==> src/source/fpa_pkg.sv <==
/* Single-precision adder types and constants */
`default_nettype none

package fpa_pkg;

    //////////////////////////////////////////////////
    // Field widths

    localparam int EXP_WIDTH  = 8;
    localparam int FRAC_WIDTH = 23;
    // Carry, lead, stored fraction and round bit
    localparam int FRAC_EX_WIDTH = FRAC_WIDTH + 3;

    // Bit positions inside the extended fraction
    localparam int ROUND_IDX = 0;
    localparam int LEAD_IDX  = FRAC_WIDTH + 1;
    localparam int CARRY_IDX = FRAC_WIDTH + 2;

    //////////////////////////////////////////////////
    // Limits

    // Reserved for infinity and NaN, never seen on the inputs
    localparam int EXP_MAX = (2 ** EXP_WIDTH) - 1;
    // Larger alignment distances shift everything out
    localparam int SHIFT_LIMIT = FRAC_WIDTH + 1;
    // Register stages from operands to result
    localparam int PIPE_DEPTH = 8;

    typedef logic [EXP_WIDTH-1:0]              exp_t;
    typedef logic [FRAC_WIDTH-1:0]             frac_t;
    typedef logic [FRAC_EX_WIDTH-1:0]          frac_ex_t;
    // Normalize shift distance, 0 up to LEAD_IDX
    typedef logic [$clog2(LEAD_IDX + 1)-1:0]   shift_t;

    // Regular form, 32 bits
    typedef struct packed {
        logic  sign;
        exp_t  exp;
        frac_t frac;
    } fp_word_t;

    // Total form, 35 bits
    typedef struct packed {
        logic  sign;
        exp_t  exp;
        logic  carry;
        logic  lead;
        frac_t frac;
        logic  round;
    } fp_total_t;

    // Greater and lesser magnitude operand
    typedef struct packed {
        fp_total_t big;
        fp_total_t little;
    } fpa_pair_t;

    // Carry, lead, fraction and round as one number
    function automatic frac_ex_t total_frac_ex(input fp_total_t t);
        return {t.carry, t.lead, t.frac, t.round};
    endfunction

    function automatic fp_total_t make_total(input logic sign, input exp_t exp,
                                             input frac_ex_t frac_ex);
        fp_total_t t;
        t.sign = sign;
        t.exp  = exp;
        {t.carry, t.lead, t.frac, t.round} = frac_ex;
        return t;
    endfunction

endpackage

`default_nettype wire

==> src/source/fpa_align.sv <==
/* Operand alignment, stages 1 to 3 */
`default_nettype none

module fpa_align (
    input  wire                clk_i,
    input  wire                rst_i,
    input  wire fpa_pkg::fp_word_t fp_a_i,
    input  wire fpa_pkg::fp_word_t fp_b_i,
    input  wire                valid_i,
    output fpa_pkg::fpa_pair_t pair_o,
    output logic               valid_o
);
    import fpa_pkg::*;

    // Regular form to total form
    function automatic fp_total_t expand(input fp_word_t w);
        logic lead;
        exp_t exp;
        // Zero and subnormal: exponent 1, no hidden bit
        lead = (w.exp != '0);
        exp  = lead ? w.exp : exp_t'(1);
        return make_total(w.sign, exp, {1'b0, lead, w.frac, 1'b0});
    endfunction

    // One strobe bit per stage
    logic [2:0] valid_q;

    always_ff @(posedge clk_i) begin
        if (rst_i) begin
            valid_q <= '0;
        end else begin
            valid_q <= {valid_q[1:0], valid_i};
        end
    end

    assign valid_o = valid_q[2];

    //////////////////////////////////////////////////
    // Stage 1, select greater magnitude

    fp_word_t  s1_a_q;
    fp_word_t  s1_b_q;
    fp_total_t s1_a_tot;
    fp_total_t s1_b_tot;
    fp_total_t s1_big;
    fp_total_t s1_little;
    exp_t      s1_diff;

    always_ff @(posedge clk_i) begin
        s1_a_q <= fp_a_i;
        s1_b_q <= fp_b_i;
    end

    always_comb begin
        s1_a_tot = expand(s1_a_q);
        s1_b_tot = expand(s1_b_q);
        // Ties keep a as the big operand
        if (s1_a_tot.exp < s1_b_tot.exp) begin
            s1_big    = s1_b_tot;
            s1_little = s1_a_tot;
        end else begin
            s1_big    = s1_a_tot;
            s1_little = s1_b_tot;
        end
        s1_diff = s1_big.exp - s1_little.exp;
    end

    //////////////////////////////////////////////////
    // Stage 2, align the lesser operand

    fp_total_t s2_big_q;
    fp_total_t s2_little_q;
    exp_t      s2_diff_q;
    frac_ex_t  s2_frac_ex;
    fp_total_t s2_little;

    always_ff @(posedge clk_i) begin
        s2_big_q    <= s1_big;
        s2_little_q <= s1_little;
        s2_diff_q   <= s1_diff;
    end

    always_comb begin
        s2_frac_ex = total_frac_ex(s2_little_q);
        // Too far apart, nothing of it survives
        if (s2_diff_q > SHIFT_LIMIT) begin
            s2_frac_ex = '0;
        end else begin
            s2_frac_ex = s2_frac_ex >> s2_diff_q;
        end
        // Now on the scale of the big operand
        s2_little = make_total(s2_little_q.sign, s2_big_q.exp, s2_frac_ex);
    end

    //////////////////////////////////////////////////
    // Stage 3, round the shifted operand

    fp_total_t s3_big_q;
    fp_total_t s3_little_q;
    frac_ex_t  s3_frac_ex;
    fp_total_t s3_little;

    always_ff @(posedge clk_i) begin
        s3_big_q    <= s2_big_q;
        s3_little_q <= s2_little;
    end

    always_comb begin
        s3_frac_ex = total_frac_ex(s3_little_q);
        // Half up on the last bit shifted out
        // Lead is 0 after any shift, so no carry out here
        if (s3_frac_ex[ROUND_IDX]) begin
            s3_frac_ex = s3_frac_ex + 1'b1;
        end
        s3_little = make_total(s3_little_q.sign, s3_little_q.exp, s3_frac_ex);
    end

    assign pair_o = {s3_big_q, s3_little};

endmodule

`default_nettype wire

==> src/source/fpa_signed_add.sv <==
/* Signed fraction addition, stages 4 to 6 */
`default_nettype none

module fpa_signed_add (
    input  wire                 clk_i,
    input  wire                 rst_i,
    input  wire fpa_pkg::fpa_pair_t pair_i,
    input  wire                 valid_i,
    output fpa_pkg::fp_total_t  sum_o,
    output logic                valid_o
);
    import fpa_pkg::*;

    logic [2:0] valid_q;

    always_ff @(posedge clk_i) begin
        if (rst_i) begin
            valid_q <= '0;
        end else begin
            valid_q <= {valid_q[1:0], valid_i};
        end
    end

    assign valid_o = valid_q[2];

    //////////////////////////////////////////////////
    // Stage 4, two's complement of the negative side

    fpa_pair_t s4_pair_q;
    frac_ex_t  s4_big_fx;
    frac_ex_t  s4_little_fx;

    always_ff @(posedge clk_i) begin
        s4_pair_q <= pair_i;
    end

    always_comb begin
        s4_big_fx    = total_frac_ex(s4_pair_q.big);
        s4_little_fx = total_frac_ex(s4_pair_q.little);
        // Like signs add as plain magnitudes
        if (s4_pair_q.big.sign != s4_pair_q.little.sign) begin
            if (s4_pair_q.big.sign) begin
                s4_big_fx = ~s4_big_fx + 1'b1;
            end else begin
                s4_little_fx = ~s4_little_fx + 1'b1;
            end
        end
    end

    //////////////////////////////////////////////////
    // Stage 5, add

    frac_ex_t s5_big_fx_q;
    frac_ex_t s5_little_fx_q;
    exp_t     s5_exp_q;
    logic     s5_big_sign_q;
    logic     s5_little_sign_q;
    frac_ex_t s5_sum_fx;

    always_ff @(posedge clk_i) begin
        s5_big_fx_q      <= s4_big_fx;
        s5_little_fx_q   <= s4_little_fx;
        s5_exp_q         <= s4_pair_q.big.exp;
        s5_big_sign_q    <= s4_pair_q.big.sign;
        s5_little_sign_q <= s4_pair_q.little.sign;
    end

    // Wraps at the carry bit
    assign s5_sum_fx = s5_big_fx_q + s5_little_fx_q;

    //////////////////////////////////////////////////
    // Stage 6, back to sign and magnitude

    frac_ex_t s6_sum_fx_q;
    exp_t     s6_exp_q;
    logic     s6_big_sign_q;
    logic     s6_little_sign_q;
    frac_ex_t s6_fx;
    logic     s6_sign;

    always_ff @(posedge clk_i) begin
        s6_sum_fx_q      <= s5_sum_fx;
        s6_exp_q         <= s5_exp_q;
        s6_big_sign_q    <= s5_big_sign_q;
        s6_little_sign_q <= s5_little_sign_q;
    end

    always_comb begin
        s6_fx = s6_sum_fx_q;
        if (s6_big_sign_q != s6_little_sign_q) begin
            // Top bit acts as the sign of a difference
            if (s6_fx[CARRY_IDX]) begin
                s6_fx   = ~s6_fx + 1'b1;
                s6_sign = 1'b1;
            end else begin
                s6_sign = 1'b0;
            end
        end else begin
            s6_sign = s6_big_sign_q;
        end
    end

    assign sum_o = make_total(s6_sign, s6_exp_q, s6_fx);

endmodule

`default_nettype wire

==> src/source/fpa_normalize.sv <==
/* Normalize and round, stages 7 and 8 */
`default_nettype none

module fpa_normalize (
    input  wire                 clk_i,
    input  wire                 rst_i,
    input  wire fpa_pkg::fp_total_t sum_i,
    input  wire                 valid_i,
    output fpa_pkg::fp_word_t   fp_o,
    output logic                valid_o
);
    import fpa_pkg::*;

    logic [1:0] valid_q;

    always_ff @(posedge clk_i) begin
        if (rst_i) begin
            valid_q <= '0;
        end else begin
            valid_q <= {valid_q[0], valid_i};
        end
    end

    assign valid_o = valid_q[1];

    //////////////////////////////////////////////////
    // Stage 7, leading one into the lead position

    fp_total_t s7_sum_q;
    frac_ex_t  s7_fx_in;
    frac_ex_t  s7_fx;
    exp_t      s7_exp;
    logic      s7_sign;
    shift_t    s7_dist;
    fp_total_t s7_norm;

    always_ff @(posedge clk_i) begin
        s7_sum_q <= sum_i;
    end

    always_comb begin
        s7_fx_in = total_frac_ex(s7_sum_q);
        s7_fx    = s7_fx_in;
        s7_exp   = s7_sum_q.exp;
        s7_sign  = s7_sum_q.sign;
        // Highest set bit wins, lead itself gives 0
        s7_dist = '0;
        for (int i = 0; i <= LEAD_IDX; i++) begin
            if (s7_fx_in[i]) begin
                s7_dist = shift_t'(LEAD_IDX - i);
            end
        end
        if (s7_fx_in == '0) begin
            // Exact zero is always +0
            s7_exp  = '0;
            s7_sign = 1'b0;
        end else if (s7_fx_in[CARRY_IDX]) begin
            s7_fx  = s7_fx_in >> 1;
            s7_exp = s7_sum_q.exp + 1'b1;
        end else if (s7_sum_q.exp > s7_dist) begin
            s7_fx  = s7_fx_in << s7_dist;
            s7_exp = s7_sum_q.exp - s7_dist;
        end else begin
            // Below normal range, flush but keep the sign
            s7_fx  = '0;
            s7_exp = '0;
        end
        s7_norm = make_total(s7_sign, s7_exp, s7_fx);
    end

    //////////////////////////////////////////////////
    // Stage 8, final round and pack

    fp_total_t s8_norm_q;
    frac_ex_t  s8_fx;
    exp_t      s8_exp;

    always_ff @(posedge clk_i) begin
        s8_norm_q <= s7_norm;
    end

    always_comb begin
        s8_fx  = total_frac_ex(s8_norm_q);
        s8_exp = s8_norm_q.exp;
        // Half up, no sticky bit
        if (s8_fx[ROUND_IDX]) begin
            s8_fx = s8_fx + 1'b1;
        end
        // All ones rolled over into the carry
        if (s8_fx[CARRY_IDX]) begin
            s8_fx  = s8_fx >> 1;
            s8_exp = s8_exp + 1'b1;
        end
    end

    // Hidden bit and round bit dropped
    assign fp_o = {s8_norm_q.sign, s8_exp, s8_fx[FRAC_WIDTH:1]};

endmodule

`default_nettype wire

==> src/source/fp_adder.sv <==
/* Pipelined single-precision adder */
`default_nettype none

// PIPE_DEPTH register stages in total
// Align 3, signed add 3, normalize 2
// One pair per cycle, results in input order
module fp_adder (
    input  wire                clk_i,
    input  wire                rst_i,
    input  wire fpa_pkg::fp_word_t fp_a_i,
    input  wire fpa_pkg::fp_word_t fp_b_i,
    input  wire                valid_i,
    output fpa_pkg::fp_word_t  fp_o,
    output logic               valid_o
);
    import fpa_pkg::*;

    // Aligned pair, after stage 3
    fpa_pair_t align_pair;
    logic      align_valid;

    // Signed sum, after stage 6
    fp_total_t add_sum;
    logic      add_valid;

    //////////////////////////////////////////////////
    // Stages 1 to 3
    fpa_align i_fpa_align (
        .clk_i   (clk_i),
        .rst_i   (rst_i),
        .fp_a_i  (fp_a_i),
        .fp_b_i  (fp_b_i),
        .valid_i (valid_i),
        .pair_o  (align_pair),
        .valid_o (align_valid)
    );

    // Stages 4 to 6
    fpa_signed_add i_fpa_signed_add (
        .clk_i   (clk_i),
        .rst_i   (rst_i),
        .pair_i  (align_pair),
        .valid_i (align_valid),
        .sum_o   (add_sum),
        .valid_o (add_valid)
    );

    // Stages 7 and 8
    fpa_normalize i_fpa_normalize (
        .clk_i   (clk_i),
        .rst_i   (rst_i),
        .sum_i   (add_sum),
        .valid_i (add_valid),
        .fp_o    (fp_o),
        .valid_o (valid_o)
    );

endmodule

`default_nettype wire

==> config.mk <==
export PLATFORM = sky130hd
export DESIGN_NAME = fp_adder
export DESIGN_NICKNAME = d
export VERILOG_FILES = /design/src/source/fpa_pkg.sv /design/src/source/fpa_align.sv /design/src/source/fpa_signed_add.sv /design/src/source/fpa_normalize.sv /design/src/source/fp_adder.sv
export SDC_FILE = /design/constraint.sdc
export NUM_CORES = 1
export LEC_CHECK = 0
export BUFFER_PORTS_ARGS = -buffer_cell sky130_fd_sc_hd__buf_4
export CORE_AREA = 2 2 183 185
export DETAILED_ROUTE_END_ITERATION = 12
export DIE_AREA = 0 0 185 187
export PLACE_DENSITY = 0.84
export RECOVER_POWER = 25
export SLEW_MARGIN = 0
export SYNTH_ARGS = -nofsm -noshare
export SYNTH_HDL_FRONTEND = slang
export SYNTH_SLANG_ARGS = --single-unit
==> constraint.sdc <==
create_clock -name clk_i -period 3.8 [get_ports clk_i]
set_input_delay 0.76 -clock clk_i [delete_from_list [all_inputs] [get_ports clk_i]]
set_output_delay 0.76 -clock clk_i [all_outputs]
set_load 0.01 [all_outputs]
==> impl_results.md <==
* Die Area at 0.03460 mm2
* Crit path max-delay cell type: a311oi_1
* CP arrival at ~3100 ps
* Synthesized area at about 0.018 mm2
* Worst Hold Depth at 0
* HPWL after DPL at about 31 mm
* Worst min path class: flip-flop to flip-flop
* Sink Count at 424
* Clock-pin slew on the worst setup and hold paths at around 70 ps
* #FFs+latches synth at approximately 420
* Final core occ at 0.6302
* Die W at 185 um
* R2R depth at 17
* First-pass GRT wire length at around 68 mm
* FP Rows at 67
* DR vias/cell at between 5 and 6
* Hold Crit Start: i_fpa_signed_add.s6_exp_q[5]
* Initial Util at 0.5396
* Crit-path max FO at 8
* Ys Warns at 0
* DRC errors left at 0
* Number of global-route vias before repair at between 10,000 and 15,000
* Leakage at around 8.6 nW
* Cells along the critical path: and3_4, and4_4, and4_4, and4_4, xnor2_4, buf_4, nor2_1, nor2_1, o32ai_1, a311oi_1, buf_4
* Placed cells at 2,398
* Max VDD drop at ~0.42 mV
* CTS root buf: clkbuf_16
* RSZ-0062 raised after global routing: yes
* PnR worst setup slack at -32.89 ps
* RR Startpoint: i_fpa_align.s1_b_q[27]
* Critical setup path kind: flip-flop to output pin
* Port buffer count at 99
* Slew HR at 0.3483
* Final Hold Vio Count at 0
* Yosys cell types at 90
* Slew Limit Fails at 0
* Drt wl/cell at about 17 um
* Syn Area/Cell at ~9.4 um2
* CP Capture Type: output pin
* Worst setup SP type: flip-flop
* Iteration-0 DRC count of the detailed router at 949
* Worst Setup SP: i_fpa_normalize.s8_norm_q[8]
* Final period util at 1.009
* Area delta synth->final at 16.78%
* Sequential share of the synthesized area at 0.4787
* Post-place instance area at approximately 0.019 mm2
* H-tree depth at 2
* Routed via count at between 10,000 and 15,000
* Hold-fix buffers, CTS at 0
* Most numerous cell on the critical path: and4_4
* CTS tree: yes
* EDFF count, synth at 0
* Clock Latency Late Sink at 530 ps
* MaxCap Viol Count at 0
* Routed Antenna Nets at 0
* Minimum clock period at 3833 ps
* Synth async-reset ratio at 0
* Drt pass-1 iters at 6
* Fill count at about 2,600
* Register area at approximately 0.0085 mm2
* Multi-input gate area at 0.008723 mm2
* Non-Filler Instances at 2,487
* N_diodes at 0
* Violated checks: setup timing
* Req. time, crit path at 3040 ps
* Global route total overflow at 0
* Synthesized instance count at approximately 1,900
* Final #Nets at roughly 2,100
* Area of the core at 0.03286 mm2
* Buffer levels on the longest clock path at 3
* Num CTS Buffers at 40
* All-Layer GR Usage at 0.2422
* Slew @ Worst Pin at between 900 and 1000 ps
* Fmax at 0.2609 GHz
* DRT Wirelength at 42.95 mm
* Finish-stage setup viols at 1
* Slowest stage delay, CP at 390 ps
* Fraction of layout cells with a size suffix above 1 at 0.1770
* Status: finished, violations left
* Largest net degree at the start of global routing at 47
* Worst Hold Endpoint: i_fpa_normalize.s7_sum_q[31]
* Die Y at about 190 um
* Final GP Congestion at around 0.97
* R2r endpoint: i_fpa_align.s2_diff_q[6]
* Antenna violations before repair at 0
* Reg2reg setup slack at 230 ps
* Synth Flop Type: dfxtp_1
* I/O pin cnt at 100
* Clock skew at approximately 12 ps
* Final instance area at 0.02071 mm2
* Power Density at a little under 800 mW/mm2
cells in the final DEF (no fill, tap or decap), types with 16 or more instances in the layout:
cell	Yosys	routed
a211oi_1	22	20
a21oi_1	100	100
a31oi_1	18	18
and3_1	21	18
buf_4	4	139
clkbuf_16	0	42
clkbuf_4	0	32
dfxtp_1	424	417
ha_1	46	46
inv_1	54	54
mux2_2	65	65
mux2i_1	31	31
nand2_1	181	181
nand3_1	51	48
nor2_1	171	166
nor2b_1	18	18
nor3_1	42	42
nor4_1	18	17
o21ai_0	95	94
o21ai_1	16	16
o22ai_1	18	18
o31ai_1	17	17
xnor2_1	96	96
xor2_1	56	56
synth_stat cells (9+ instances only):
master / count / area share
a211oi_1: 22 / 0.0093
nor2_1: 171 / 0.036
mux2i_1: 31 / 0.017
o31ai_1: 17 / 0.0072
nand4_1: 11 / 0.0039
nor3_1: 42 / 0.012
a21o_1: 12 / 0.0051
o21ai_0: 95 / 0.027
ha_1: 46 / 0.032
xnor2_1: 96 / 0.047
mux2_2: 65 / 0.041
and2_1: 15 / 0.0053
buf_2: 21 / 0.0059
or4_1: 14 / 0.0059
nor4_1: 18 / 0.0064
a21oi_1: 100 / 0.028
nor2b_1: 18 / 0.0064
dfxtp_1: 424 / 0.48
o21a_1: 10 / 0.0042
clkbuf_1: 56 / 0.012
a31oi_1: 18 / 0.0064
and3_1: 21 / 0.0074
o21ai_1: 16 / 0.0045
a311oi_1: 9 / 0.0044
o211ai_1: 15 / 0.0064
xor2_1: 56 / 0.028
a22o_1: 12 / 0.0059
inv_1: 54 / 0.011
nand2b_1: 15 / 0.0053
nand3_1: 51 / 0.014
nand2_1: 181 / 0.038
o22ai_1: 18 / 0.0064
cell families (layout without fill, tap and decap cells):
family | after synthesis | count (layout) | synth area share
AND/OR/NAND/NOR | 589 | 589 | 0.1560
flip-flops | 424 | 424 | 0.4787
AO/OA/AOI/OAI | 421 | 421 | 0.1573
XOR/XNOR | 154 | 155 | 0.07691
buffers and inverters | 149 | 303 | 0.03683
multiplexers | 96 | 96 | 0.05877
adder cells (fa/ha/maj) | 49 | 49 | 0.03528
other | 1 | 2 | 0.0002115
through the flow:
stage | setup slack (ps) | TNS (ps) | power, mW | hold WS, ps
3_3_place_gp | 158.7 | 0 | 12.11 | 309.6
6_report | -32.89 | -32.89 | 16.39 | 322.4
2_1_floorplan | 95.91 | 0 | 10.25 | 309.6
4_1_cts | 24.94 | 0 | 16.30 | 305.6
3_5_place_dp | 146.8 | 0 | 12.23 | 312.1
5_1_grt | -85.11 | -192.5 | 17.29 | 311.7
flip-flops by register name, summed over array words and instances (netlist names), 8 cells and up:
register,count
i_fpa_signed_add.s6_exp_q,8
i_fpa_signed_add.s5_exp_q,8
i_fpa_align.s3_little_q,25
i_fpa_normalize.s7_sum_q,9
i_fpa_align.s2_diff_q,8
i_fpa_align.pair_o,34
i_fpa_align.s1_b_q,32
i_fpa_align.s1_a_q,32
i_fpa_signed_add.s4_pair_q,60
i_fpa_signed_add.s5_little_fx_q,26
i_fpa_normalize.s8_norm_q,34
i_fpa_normalize.s7_fx_in,26
i_fpa_signed_add.s6_sum_fx_q,26
i_fpa_align.s2_little_q,24
i_fpa_signed_add.s5_big_fx_q,25
i_fpa_align.s2_big_q,33
worst max-delay path: cells and delay by family (launching register included):
| family | cells | cell delay, ps |
|---|---|---|
| buffers and inverters | 2 | 390 |
| AO/OA/AOI/OAI | 2 | 480 |
| XOR/XNOR | 1 | 200 |
| AND/OR/NAND/NOR | 6 | 1100 |
| flip-flops | 1 | 370 |
metal layers:
| layer | part of all wire | wire length (um) | global-route usage | vias to the layer above |
|---|---|---|---|---|
| met5 | 0 | 0 | 0 | - |
| met4 | 0.049 | 2094 | 0.1218 | 0 |
| met3 | 0.047 | 2025 | 0.03252 | 135 |
| met2 | 0.51 | 22020 | 0.4378 | 519 |
| met1 | 0.39 | 16810 | 0.2777 | 6635 |
| li1 | - | - | - | 6873 |
worst max path at each step:
stage	end	slack (ps)	depth (start not counted)
2_1_floorplan	i_fpa_normalize.s8_norm_q[10]	100	19
3_3_place_gp	i_fpa_normalize.s8_norm_q[8]	160	13
3_5_place_dp	i_fpa_normalize.s8_norm_q[10]	150	13
4_1_cts	fp_o[4]	20	11
5_1_grt	fp_o[12]	-90	11
6_report	fp_o[12]	-30	11
layout make-up:
cell class              count  share of cell area
flip-flops and latches    424              0.4109
inverters                  56             0.01015
repair buffers            175             0.06592
multi-input cells        1312              0.4212
well taps                 448             0.02707
clock inverters            22             0.01214
clock buffers              50             0.05256
power by group:
group / switching, mW / total (mW) / leakage, nW / internal (mW)
clock: 1.68 / 4.01 / 0.661 / 2.33
combinational: 3.50 / 6.11 / 4.38 / 2.61
sequential: 0.876 / 6.27 / 3.55 / 5.40
what timing repair did:
| action | 4_1_cts | 5_1_grt |
|---|---|---|
| pin swaps | 3 | 3 |
| buffers inserted | 6 | 8 |
| endpoints found under the setup margin | 18 | 29 |
| resized for setup | 12 | 21 |
| gates cloned | 1 | 2 |
(Power assumes the default switching activity.)
